===== src/common/ps2_mouse_macros.svh =====
// ---------------------------------------------------------------------
// default sizes and timer counts for the PS/2 mouse front end
// included wherever a width, a packet length or a screen limit is needed
// ---------------------------------------------------------------------
`ifndef PS2_MOUSE_MACROS_SVH
`define PS2_MOUSE_MACROS_SVH

// one movement packet is three 11-bit frames
`define PS2_PACKET_BITS 33
`define PS2_FRAME_BITS 11

// idle clock cycles that close a packet, must exceed the inter-byte gap
`define PS2_WATCHDOG_CYCLES 26000
`define PS2_WATCHDOG_BITS 15

// hold time after each PS/2 clock edge before the next edge is accepted
`define PS2_DEBOUNCE_CYCLES 246
`define PS2_DEBOUNCE_BITS 8

// cursor coordinate width and the default 640x480 screen limits
`define CURSOR_BITS 12
`define CURSOR_MAX_X 639
`define CURSOR_MAX_Y 479

`endif


===== src/common/cursor_pkg.sv =====
// ---------------------------------------------------------------------
// cursor side types, coordinates and the button field
// ---------------------------------------------------------------------
`include "ps2_mouse_macros.svh"

package cursor_pkg;

  // absolute screen coordinate, always between 0 and the screen limit
  typedef logic [`CURSOR_BITS-1:0] coord_t;

  // button field ordered left-middle-right from the MSB down
  typedef logic [2:0] buttons_t;

  // bit positions inside buttons_t
  localparam int btn_left   = 2;
  localparam int btn_middle = 1;
  localparam int btn_right  = 0;

endpackage


===== src/common/ps2_proto_pkg.sv =====
// ---------------------------------------------------------------------
// PS/2 wire protocol types: one frame, the three-frame packet and the
// decoded movement report that the cursor side consumes
// ---------------------------------------------------------------------
`include "ps2_mouse_macros.svh"

package ps2_proto_pkg;

  // number of byte frames in one movement packet
  localparam int ps2_frames = `PS2_PACKET_BITS / `PS2_FRAME_BITS;

  // stream-enable command, the mouse answers with an FA acknowledge byte
  localparam logic [7:0] PS2_CMD_ENABLE_STREAM = 8'hf4;

  // one frame as it arrives, start bit first, so start sits at bit 0
  typedef struct packed {
    logic       stop;
    logic       parity;
    logic [7:0] data;
    logic       start;
  } ps2_frame_t;

  // the shift register fills LSB first, so byte 0 lands in frames[0]
  typedef union packed {
    logic [`PS2_PACKET_BITS-1:0]  raw;
    ps2_frame_t [ps2_frames-1:0]  frames;
  } ps2_packet_u;

  // increments are two's complement with the sign taken from byte 0
  typedef struct packed {
    logic signed [8:0]    dx;
    logic signed [8:0]    dy;
    cursor_pkg::buttons_t buttons;
  } move_report_t;

  // wide enough to count a full packet plus a few stray bits
  typedef logic [$clog2(`PS2_PACKET_BITS + 1)-1:0] bit_count_t;

endpackage


===== src/common/ps2_frame_if.sv =====
// ---------------------------------------------------------------------
// gather status and decoded report shared by the frame gatherer, the
// link control and the cursor tracker
// ---------------------------------------------------------------------
`timescale 1ns/10ps

interface ps2_frame_if;

  ps2_proto_pkg::bit_count_t   bit_count;
  logic                        watchdog_done;
  logic                        packet_good;
  ps2_proto_pkg::move_report_t report;

  // the gatherer owns every signal here
  modport gather (output bit_count, output watchdog_done, output packet_good,
                  output report);

  // the sequencer only needs the counters and the verdict
  modport ctrl (input bit_count, input watchdog_done, input packet_good);

  // the tracker reads the report when the sequencer strobes it
  modport track (input report);

endinterface


===== src/ps2_link/ps2_link_ctrl.sv =====
// ---------------------------------------------------------------------
// link sequencer: enables streaming on the mouse, checks its acknowledge,
// then accepts or drops each gathered packet
// ---------------------------------------------------------------------
`timescale 1ns/10ps
`include "ps2_mouse_macros.svh"

module ps2_link_ctrl (
  input  logic      clk,
  input  logic      reset,
  input  logic      clean_clk,
  input  logic      rise,
  input  logic      fall,
  input  logic      ps2_data_in,
  ps2_frame_if.ctrl frame,
  output logic      report_strobe,
  output logic      clk_drive_low,
  output logic      data_drive_low,
  output logic      error_no_ack
);

  typedef enum logic [3:0] {
    st_reset,
    st_hold_clk,
    st_send,
    st_ack,
    st_await_reply,
    st_wait,
    st_gather,
    st_verify,
    st_error
  } link_state_t;

  // command frame as it goes on the wire, parity makes the ones count odd
  localparam ps2_proto_pkg::ps2_frame_t cmd_frame = '{
    stop:   1'b1,
    parity: ~^ps2_proto_pkg::PS2_CMD_ENABLE_STREAM,
    data:   ps2_proto_pkg::PS2_CMD_ENABLE_STREAM,
    start:  1'b0
  };

  // the device clocks out ten bits, d0 through stop, before it acknowledges
  localparam ps2_proto_pkg::bit_count_t last_tx_count =
    ps2_proto_pkg::bit_count_t'(`PS2_FRAME_BITS - 1);
  // acknowledge frame plus the FA reply byte
  localparam ps2_proto_pkg::bit_count_t reply_count =
    ps2_proto_pkg::bit_count_t'(2 * `PS2_FRAME_BITS);
  localparam ps2_proto_pkg::bit_count_t packet_count =
    ps2_proto_pkg::bit_count_t'(`PS2_PACKET_BITS);

  link_state_t state;
  link_state_t next_state;
  logic        tx_bit;
  logic [3:0]  tx_index;
  logic        tx_next;

  always_ff @(posedge clk)
  begin
    if (reset)
      state <= st_reset;
    else
      state <= next_state;
  end

  // ---------------------------------------------------------------------
  // command transmit
  // ---------------------------------------------------------------------
  // data low at the clock release is the start bit
  // after the rise that follows fall n the host presents frame bit n+1,
  // so d0 is set up by the release rise and the device samples each bit
  // on its own rising edge, stop is a released line
  assign tx_index = frame.bit_count[3:0] + 4'd1;
  assign tx_next  = (tx_index < 4'(`PS2_FRAME_BITS)) ? cmd_frame[tx_index] : 1'b1;

  always_ff @(posedge clk)
  begin
    if (reset)
      tx_bit <= 1'b1;
    else if (state == st_hold_clk)
      tx_bit <= cmd_frame.start;
    else if ((state == st_send) && rise)
      tx_bit <= tx_next;
  end

  always_comb
  begin
    next_state = state;
    case (state)
      st_reset:
        next_state = st_hold_clk;
      // the own pull-down restarts the watchdog, so the hold lasts one
      // watchdog period, a fall strobe still in flight means the done flag
      // is stale
      st_hold_clk:
        if (frame.watchdog_done && !clean_clk && !fall)
          next_state = st_send;
      st_send:
        if (rise && (frame.bit_count == last_tx_count))
          next_state = st_ack;
      // the device pulls data low for its eleventh clock pulse
      st_ack:
        if (fall)
          next_state = ps2_data_in ? st_error : st_await_reply;
      // the FA reply must follow inside one watchdog period so the count
      // reaches 22, the verify then fails and the bits are dropped
      st_await_reply:
        if (frame.bit_count == reply_count)
          next_state = st_verify;
      st_wait:
        if (fall)
          next_state = st_gather;
      // a short packet means a missed bit or a newly plugged mouse, so the
      // command goes out again
      st_gather:
        if (frame.watchdog_done)
        begin
          if (frame.bit_count == packet_count)
            next_state = st_verify;
          else
            next_state = st_hold_clk;
        end
      st_verify:
        next_state = st_wait;
      // only a reset leaves this state
      st_error:
        next_state = st_error;
      default:
        next_state = st_reset;
    endcase
  end

  // the report is stable in verify because no strobe can arrive while the
  // watchdog has just expired
  assign report_strobe  = (state == st_verify) && frame.packet_good;
  assign clk_drive_low  = (state == st_hold_clk);
  assign data_drive_low = (state == st_send) && !tx_bit;
  assign error_no_ack   = (state == st_error);

endmodule


===== src/flat_wrapper.sv =====
// flat-port wrapper written by rule: the top's interface ports become plain ports
module ps2_link_ctrl_flat 
  (clk, reset, clean_clk, rise, fall, ps2_data_in, report_strobe, clk_drive_low, data_drive_low, error_no_ack, frame_bit_count, frame_watchdog_done, frame_packet_good);
  ps2_frame_if frame_i ();
  input  logic clk;
  input  logic reset;
  input  logic clean_clk;
  input  logic rise;
  input  logic fall;
  input  logic ps2_data_in;
  output logic report_strobe;
  output logic clk_drive_low;
  output logic data_drive_low;
  output logic error_no_ack;
  input wire logic [$bits(frame_i.bit_count)-1:0] frame_bit_count;
  input wire logic [$bits(frame_i.watchdog_done)-1:0] frame_watchdog_done;
  input wire logic [$bits(frame_i.packet_good)-1:0] frame_packet_good;
  assign frame_i.bit_count = frame_bit_count;
  assign frame_i.watchdog_done = frame_watchdog_done;
  assign frame_i.packet_good = frame_packet_good;
  ps2_link_ctrl u_core (.clk(clk), .reset(reset), .clean_clk(clean_clk), .rise(rise), .fall(fall), .ps2_data_in(ps2_data_in), .frame(frame_i), .report_strobe(report_strobe), .clk_drive_low(clk_drive_low), .data_drive_low(data_drive_low), .error_no_ack(error_no_ack));
endmodule

===== config.mk =====
export PLATFORM = sky130hd
export DESIGN_NAME = ps2_link_ctrl_flat
export DESIGN_NICKNAME = d
export VERILOG_FILES = /design/src/common/cursor_pkg.sv /design/src/common/ps2_proto_pkg.sv /design/src/common/ps2_frame_if.sv /design/src/ps2_link/ps2_link_ctrl.sv /design/src/flat_wrapper.sv
export VERILOG_INCLUDE_DIRS = /design/src /design/src/common
export SDC_FILE = /design/constraint.sdc
export NUM_CORES = 1
export LEC_CHECK = 0
export ABC_AREA = 1
export BUFFER_PORTS_ARGS = -buffer_cell sky130_fd_sc_hd__buf_2
export CAP_MARGIN = 20
export CORE_UTILIZATION = 35
export CTS_CLUSTER_DIAMETER = 120
export DETAILED_ROUTE_END_ITERATION = 6
export SYNTH_ARGS = -nofsm -noshare
export SYNTH_HDL_FRONTEND = slang
export SYNTH_SLANG_ARGS = --single-unit

===== constraint.sdc =====
create_clock -name clk -period 3.5 [get_ports clk]
set_clock_uncertainty 0.2 [all_clocks]
set_input_delay 0.525 -clock clk [delete_from_list [all_inputs] [get_ports clk]]
set_output_delay 0.525 -clock clk [all_outputs]
set_load 0.01 [all_outputs]

==> impl_metrics.py, run 1 <==
metrics = {
    "clocking": {
        "postCtsHoldBufs": 0,
        "cts_tree": "yes",
        "cts_inserted_buffers": 3,
        "clockRootBuffer": "clkbuf_4",
        "path_clk_slew_ns": 0.05,
        "cts_htree_levels": 1,
        "clkSinkCount": 5,
        "cts_setup_buffers": 0,
        "clock_latency_ns": 0.25,
        "cts_max_path_buffers": 2,
        "ctsResizeCount": 0,
    },
    "floorplanning": {
        "die_w_um": 40.38,
        "die_area_um2": 1630,
        "coreArea_um2": 1334,
        "core.rowCount": 13,
        "die_height_um": 40.38,
        "initial_core_util": 0.3865,
        "io_pins": 18,
    },
    "critical_path": {
        "end_kind": "primary output",
        "cpPeakStageDelay_ns": 0.49,
        "critical-path-slowest-cell": "dfxtp_1",
        "critical_path_class": "flip-flop to primary output",
        "critPathMostFrequentCell": "nor2_1",
        "worstSetupStartpointType": "flip-flop",
        "cp.required_ns": 2.77,
        "crit_arrival_ns": 1.27,
        "path_max_fanout": 10,
        "path_cells": "inv_1 > nor2_1 > nand2_2 > nor2_1 > buf_2",
    },
    "power": {
        "vdd_ir_drop_max_mv": 0.2500,
        "power_density_nw_per_um2": 655.5,
        "p_leak_nw": 0.3909,
        "clock_power_share": 0.167,
        "p_sw_mw": 0.2042,
        "p_sw_frac": 0.4940,
        "p_total_mw": 0.4133,
        "p_seq_frac": 0.253,
        "p_comb_frac": 0.580,
        "intPower_mw": 0.2092,
    },
    "global_routing": {
        "first_global_vias": 490,
        "grt_max_degree": 11,
        "grtUsageMet3": 0.01667,
        "grt_overflow": 0,
        "grt_usage": 0.1721,
        "use_met1": 0.2248,
        "grt.busiest_layer": "met2",
        "grt_pass1_wl_mm": 1.869,
        "grt_use_met2": 0.2698,
        "antenna_found_initial": 0,
    },
    "yosys": {
        "syn_nets": 113,
        "post-synth-top-count-cell": "nand2_1",
        "synth_seq_area_share": 0.1942,
        "synth_top_area_cell": "dfxtp_1",
        "synth_enable_flop_cells": 0,
        "synth_top_family_by_area": "simple AND/OR/NAND/NOR gates",
        "synth_common_cells": "nand2_1 (24), nor2_1 (23), inv_1 (16)",
        "synth_fa_ha_area_frac": 0,
        "syn-instance-count": 99,
        "netlist.area_leader.share": 0.1942,
        "synth_simple_gate_area_frac": 0.5752,
        "synth.area.top_cells": "dfxtp_1 (19%), nand2_1 (17%), nor2_1 (17%)",
        "ys_ff_latch": 5,
        "synthFlopType": "dfxtp_1",
        "synthArstFlopShare": 0,
        "synth_compound_area_frac": 0.07039,
        "yosysUniqueCellTypes": 17,
        "netlist_area_um2": 515.5,
        "synth.avg_cell_area_um2": 5.207,
        "ys_warn_count": 0,
        "muxShareOfSynthArea": 0,
        "synthXorXnorAreaFrac": 0,
    },
    "timing": {
        "worst_slew_pin_slew_ns": 0.3311,
        "drv_slew": 0,
        "fin_crit_ns": 1.996,
        "fin_crit_sh": 0.5704,
        "fmax_mhz": 500.9,
        "rsz0062_at_grt": "false",
        "hold-worst-slack_ns": 0.2812,
        "hold_viol": 0,
        "setup_viol_count_final": 0,
        "max-slew-margin-rel": 0.7772,
        "setup_ws_ns": 1.504,
        "final.setup.tns_ns": 0,
    },
    "drt": {
        "ant_nets": 0,
        "drcViolationCount": 0,
        "routed_via_density": 4.692,
        "wire_per_inst_um": 8.797,
        "dr.first_iter.drc_count": 16,
        "vias": 624,
        "first_pass_iters": 4,
        "routed_wl_mm": 1.170,
    },
    "place": {
        "dp_slack_ns": 1.769,
        "port_buffers": 17,
        "gp_congestion": 0.8360,
        "hpwl_um": 957.9,
    },
    "layout": {
        "area_growth_pct": 22.33,
        "diodes": 0,
        "final_nets": 133,
        "layout-drive-gt1-share": 0.2373,
        "finish.utilization": 0.4728,
    },
    "hold_path": {
        "holdCritPathClass": "primary input to flip-flop",
    },
    "job": {
        "maxCapViolations": 0,
    },
    "outcome": {
        "status": "finished clean",
    },
}
-- logic make-up (layout without fill, tap and decap cells) --
logic type / Yosys count / in the layout
and+or+nand+nor: 68 / 68
buffers and inverters: 20 / 39
AOI/OAI and AO/OA: 6 / 6
DFF: 5 / 5
-- layer usage --
metal	wire, µm	vias to the layer above
met1	577	264
met5	0	-
li1	-	344
met3	29	5
met4	32	0
met2	530	11
-- flip-flops by register name (all words and copies together), names as in the netlist --
name / cells
u_core.state: 4
u_core.tx_bit: 1
-- worst paths after layout --
kind / start / end / slack (ns) / cells after the start
max: u_core.state[1] / data_drive_low / 1.50 / 5
min: reset / u_core.state[3] / 0.28 / 2
max reg2reg: u_core.state[0] / u_core.state[1] / 1.95 / 9
min reg2reg: u_core.tx_bit / u_core.tx_bit / 0.28 / 2
-- power groups by stage --
stage	sequential, mW	clock (mW)	combinational (mW)
3_3_place_gp	0.105	0	0.239
2_1_floorplan	0.0853	0	0.218
6_report	0.105	0.0689	0.240
3_5_place_dp	0.105	0	0.237
4_1_cts	0.104	0.0711	0.241
5_1_grt	0.110	0.0754	0.276
-- stage by stage --
stage / cells / cell area (µm²)
6_report: 133 / 630.6
5_1_grt: 133 / 630.6
4_1_cts: 133 / 630.6
3_5_place_dp: 129 / 604.3
3_3_place_gp: 129 / 604.3
2_1_floorplan: 99 / 515.5
-- worst max-delay path: cells and delay by family (launching register included) --
kind | cells | cell delay, ns
buffers and inverters | 2 | 0.20
flip-flops | 1 | 0.49
AND/OR/NAND/NOR | 3 | 0.33
-- layout make-up --
class	count	area, µm²
flip-flops and latches	5	100.1
repair buffers	17	85.08
inverters	18	67.56
well taps	15	18.77
fillers	133	703.2
clock buffers	4	26.28
multi-input cells	74	332.8
-- layout by cell type (no fill, tap or decap) --
cell      synthesis  final
a211o_1           1      1
a21oi_1           2      2
a22oi_1           1      1
buf_2             0     17
clkbuf_1          0      1
clkbuf_4          0      3
dfxtp_1           5      5
inv_1            16     16
inv_2             2      2
nand2_1          24     24
nand2_2           2      2
nand3_1          13     13
nand4_1           1      1
nor2_1           23     23
nor2_2            3      3
nor2_4            1      1
nor4_1            1      1
o21ai_0           1      1
o21ai_1           1      1
No activity file was read; power rests on OpenSTA's default activity.
==> run 2, diff against run 1 <==
- clock period: 3.5 -> 1.9 ns (I/O delays scaled with it)
==> run 2 against run 1 <==
  * Critical path depth shrank 2
  * Sequential share of layout area is the same
  * Worst hold slack lost 0.23 ns
  * Power grew 81%
  * Routed wire length shrank 2.5%
  * Critical endpoint is now error_no_ack
==> impl_metrics.py, run 2 (synthesized netlist as in run 1, its figures left out) <==
metrics = {
    "layout": {
        "layout.cells.non_filler": 133,
        "multi_input_area_um2": 332.8,
        "layout-drive-gt1-share": 0.2373,
        "largest_reg_flops": 4,
        "regMostFlops": "u_core.state",
        "seq_area_um2": 100.1,
        "final_nets": 133,
        "fill_cells": 153,
        "reg_top3": "u_core.state (4), u_core.tx_bit (1)",
        "final_cell_mix": "nand2_1 (24), nor2_1 (23), buf_2 (17)",
        "mostFrequentLayoutCell": "nand2_1",
        "area_growth_pct": 22.33,
        "diodes": 0,
    },
    "timing": {
        "drv_slew": 0,
        "fin_crit_ns": 1.765,
        "worst_slew_pin_slew_ns": 0.3537,
        "max-slew-margin-rel": 0.7620,
        "fmax_mhz": 566.7,
        "final.setup.tns_ns": 0,
        "hold_viol": 0,
        "setup_viol_count_final": 0,
        "fin_crit_sh": 0.9287,
        "rsz0062_at_grt": "false",
    },
    "floorplanning": {
        "core.rowCount": 13,
        "die_w_um": 40.38,
        "io_pins": 18,
        "coreArea_um2": 1334,
        "initial_core_util": 0.3865,
        "die_area_um2": 1630,
        "die_height_um": 40.38,
    },
    "clocking": {
        "clock_latency_ns": 0.24,
        "cts_htree_levels": 1,
        "cts_setup_buffers": 0,
        "clkSinkCount": 5,
        "cts_tree": "yes",
        "cts_inserted_buffers": 3,
        "cts_max_path_buffers": 2,
        "ctsResizeCount": 0,
        "path_clk_slew_ns": 0.04,
        "clockRootBuffer": "clkbuf_4",
        "postCtsHoldBufs": 0,
    },
    "critical_path": {
        "cp_top_family": "flip-flops",
        "crit_arrival_ns": 1.28,
        "cpPeakStageDelay_ns": 0.40,
        "critPathBufInv": 2,
        "cp.required_ns": 1.41,
        "path_max_fanout": 4,
        "critical-path-slowest-cell": "dfxtp_1",
        "path_cells": "inv_1 > nor4_1 > buf_2",
        "worstSetupStartpointType": "flip-flop",
        "end_kind": "primary output",
        "critical_path_class": "flip-flop to primary output",
    },
    "global_routing": {
        "first_global_vias": 496,
        "grt_overflow": 0,
        "grt_pass1_wl_mm": 1.911,
        "grt_usage": 0.1723,
        "grt_max_degree": 11,
        "antenna_found_initial": 0,
    },
    "drt": {
        "vias": 621,
        "routed_wl_mm": 1.141,
        "dr.first_iter.drc_count": 34,
        "drcViolationCount": 0,
        "routed_via_density": 4.669,
        "ant_nets": 0,
        "wire_per_inst_um": 8.579,
        "first_pass_iters": 4,
    },
    "place": {
        "hpwl_um": 983.8,
        "dp_cells": 129,
        "port_buffers": 17,
        "gp_congestion": 0.8359,
    },
    "outcome": {
        "status": "finished clean",
    },
    "power": {
        "vdd_ir_drop_max_mv": 0.6485,
        "p_seq_frac": 0.257,
        "clock_power_share": 0.160,
        "p_comb_frac": 0.583,
        "p_sw_frac": 0.4847,
        "power_density_nw_per_um2": 1184,
        "p_sw_mw": 0.3619,
        "intPower_mw": 0.3848,
        "p_leak_nw": 0.3909,
    },
    "job": {
        "maxCapViolations": 0,
    },
    "hold_path": {
        "holdCritPathClass": "primary input to flip-flop",
    },
}
[run 2: power groups by stage]
stage / Combinational [mW] / Clock [mW] / Sequential (mW)
after floorplan: 0.401 / 0 / 0.157
after global routing: 0.508 / 0.135 / 0.199
final: 0.435 / 0.119 / 0.192
after detailed placement: 0.435 / 0 / 0.194
after global placement: 0.439 / 0 / 0.194
after CTS: 0.438 / 0.127 / 0.191
[run 2: stage by stage]
step	hold WS (ns)	worst slack [ns]	power (mW)	instance area, µm²	utilization
floorplan	0.1574	0.4578	0.5579	515.5	-
global placement	0.2685	0.3619	0.6326	604.3	0.4531
detailed placement	0.2729	0.3705	0.6285	604.3	0.4531
CTS	0.04077	0.1161	0.7561	630.6	0.4728
global route	0.04185	0.007011	0.8431	630.6	0.4728
finish	0.05006	0.1354	0.7466	630.6	0.4728
[run 2: layer usage]
layer	share of wire	wire length (µm)	up-vias	GRT usage
li1	-	-	343	-
met1	0.49	559	265	0.2418
met2	0.46	523	11	0.2500
met3	0.045	51	2	0.03333
met4	0.0053	6	0	0.07500
met5	0	0	-	0
[run 2: final timing paths]
path	cells past startpoint	slack (ns)	startpoint	end
worst max-delay path	3	0.14	u_core.state[3]	error_no_ack
worst min-delay path	2	0.05	reset	u_core.state[3]
worst max register to register	9	0.36	u_core.state[1]	u_core.state[0]
worst min register to register	2	0.28	u_core.tx_bit	u_core.tx_bit
[run 2: layout make-up]
type	instances	area share
multi-input combinational	74	0.5278
timing repair buffer	17	0.1349
tap	15	0.02976
clock buffer	4	0.04167
sequential	5	0.1587
inverter	18	0.1071
==> run 3, diff against run 2 <==
- clock period: 1.9 -> 1.6 ns (I/O delays scaled with it)
==> run 3 against run 2 <==
  * The flow now finishes with violations (setup timing)
  * Non-clock buffer count grew 7
  * Setup slack lost 0.17 ns
  * Die area is the same
  * Clock power grew 14%
  * Flip-flop and latch count is the same
  * Cell count grew 5.3%
  * Design area grew 14%
  * Count of clock-buffer cells in the layout is the same
  * Via count grew 5.8%
  * Utilization grew 6.8 points
  * Combinational power grew 43%
  * Largest power group unchanged
  * Highest routed layer is now met3
==> impl_metrics.py, run 3 (synthesized netlist as in run 1, its figures left out) <==
metrics = {
    "layout": {
        "reg_top3": "u_core.state (4), u_core.tx_bit (1)",
        "fill_cells": 140,
        "final_nets": 140,
        "finish.utilization": 0.5413,
        "layout-drive-gt1-share": 0.3280,
        "area_growth_pct": 40.05,
        "largest_reg_flops": 4,
        "mostFrequentLayoutCell": "nand2_1",
        "final_cell_mix": "nand2_1 (24), nor2_1 (22), buf_2 (17)",
        "regMostFlops": "u_core.state",
        "diodes": 0,
    },
    "place": {
        "dp_slack_ns": 0.1167,
        "hpwl_mm": 1.045,
        "gp_congestion": 0.8281,
        "port_buffers": 17,
    },
    "critical_path": {
        "end_kind": "primary output",
        "path_cells": "buf_6 > nor4_4 > buf_2",
        "cp_top_family": "flip-flops",
        "crit_arrival_ns": 1.19,
        "r2r_cells": 8,
        "critical-path-slowest-cell": "dfxtp_4",
        "worstSetupStartpointType": "flip-flop",
        "critPathBufInv": 2,
        "cpPeakStageDelay_ns": 0.36,
        "critical_path_class": "flip-flop to primary output",
        "r2r_end": "u_core.state[3]",
        "r2r_slack_ns": 0.15,
        "r2r_start": "u_core.state[3]",
        "path_max_fanout": 7,
        "cp.required_ns": 1.16,
    },
    "timing": {
        "worst_slew_pin_slew_ns": 0.2416,
        "fin_crit_sh": 1.019,
        "hold_viol": 0,
        "hold-worst-slack_ns": 0.1828,
        "drv_slew": 0,
        "setup_viol_count_final": 1,
        "rsz0062_at_grt": "true",
        "fin_crit_ns": 1.631,
        "max-slew-margin-rel": 0.8377,
        "setup_ws_ns": -0.03078,
        "fmax_mhz": 613.2,
    },
    "floorplanning": {
        "io_pins": 18,
        "initial_core_util": 0.3865,
        "die_height_um": 40.38,
        "die_w_um": 40.38,
        "die_area_um2": 1630,
        "coreArea_um2": 1334,
        "core.rowCount": 13,
    },
    "hold_path": {
        "holdCritStartpoint": "frame_bit_count[0]",
        "min_delay_path_depth": 4,
        "holdCritPathClass": "primary input to flip-flop",
        "whs_endpoint": "u_core.tx_bit",
    },
    "drt": {
        "first_pass_iters": 4,
        "ant_nets": 0,
        "routed_wl_mm": 1.305,
        "vias": 657,
        "drcViolationCount": 0,
        "dr.first_iter.drc_count": 18,
        "wire_per_inst_um": 9.321,
        "routed_via_density": 4.693,
    },
    "global_routing": {
        "first_global_vias": 495,
        "antenna_found_initial": 0,
        "grt_pass1_wl_mm": 1.959,
        "grt_max_degree": 8,
        "grt_usage": 0.1778,
        "grt_overflow": 0,
    },
    "power": {
        "p_comb_frac": 0.624,
        "intPower_mw": 0.5281,
        "clock_power_share": 0.136,
        "p_seq_frac": 0.240,
        "p_leak_nw": 0.4279,
        "p_sw_mw": 0.4717,
        "p_total_mw": 0.9998,
        "power_density_nw_per_um2": 1385,
        "p_sw_frac": 0.4718,
        "vdd_ir_drop_max_mv": 0.7439,
    },
    "outcome": {
        "status": "finished, violations left",
        "violations": "setup timing",
    },
    "clocking": {
        "cts_inserted_buffers": 3,
        "cts_htree_levels": 1,
        "path_clk_slew_ns": 0.04,
        "clockRootBuffer": "clkbuf_4",
        "cts_tree": "yes",
        "clkSinkCount": 5,
        "clock_latency_ns": 0.23,
        "cts_max_path_buffers": 2,
    },
    "job": {
        "maxCapViolations": 0,
    },
}
run 3: worst max-delay path by stage:
stage,start,end,slack [ns],depth (start not counted)
after floorplan,u_core.state[3],u_core.state[3],0.16,4
after global placement,u_core.state[0],error_no_ack,0.08,3
after detailed placement,u_core.state[3],u_core.state[1],0.12,9
after CTS,u_core.state[0],error_no_ack,-0.01,3
after global routing,u_core.state[2],data_drive_low,-0.08,4
final,u_core.state[1],error_no_ack,-0.03,3
run 3: routing by layer:
layer,global-route usage,share of wire,wire length (µm)
met5,0,0,0
met2,0.3016,0.48,628
met3,0,0.042,55
met1,0.2443,0.48,621
met4,0.05000,0,0
run 3: layout make-up:
| type | instances | area [µm²] | area share |
|---|---|---|---|
| inverters | 18 | 67.56 | 0.09359 |
| flip-flops and latches | 5 | 110.1 | 0.1525 |
| clock buffers | 4 | 26.28 | 0.03640 |
| multi-input cells | 74 | 355.3 | 0.4922 |
| repair buffers | 24 | 143.9 | 0.1993 |
| well taps | 15 | 18.77 | 0.02600 |
run 3: timing repair:
action / in CTS / in global routing
hold endpoints to repair: 1 / 0
hold buffers: 1 / 0
setup endpoints to repair: 3 / 5
resized for setup: 7 / 4
setup buffers: 0 / 3
pin swaps: 0 / 3
run 3: worst min-delay path: stages:
cell	delay, ns
buf_2	0.10
a211o_1	0.12
a21oi_1	0.05
o21ai_0	0.06
run 3: power groups by stage:
stage,Clock (mW),Sequential [mW],Combinational (mW)
3_3_place_gp,0,0.222,0.576
4_1_cts,0.144,0.231,0.588
3_5_place_dp,0,0.221,0.571
6_report,0.136,0.240,0.624
5_1_grt,0.154,0.246,0.712
2_1_floorplan,0,0.186,0.476
run 3: per-stage QoR:
stage	TNS (ns)	instances	instance area [µm²]
6_report	-0.03078	140	721.9
5_1_grt	-0.2464	140	721.9
4_1_cts	-0.01054	137	685.7
3_5_place_dp	0	132	626.9
3_3_place_gp	0	132	626.9
2_1_floorplan	0	99	515.5
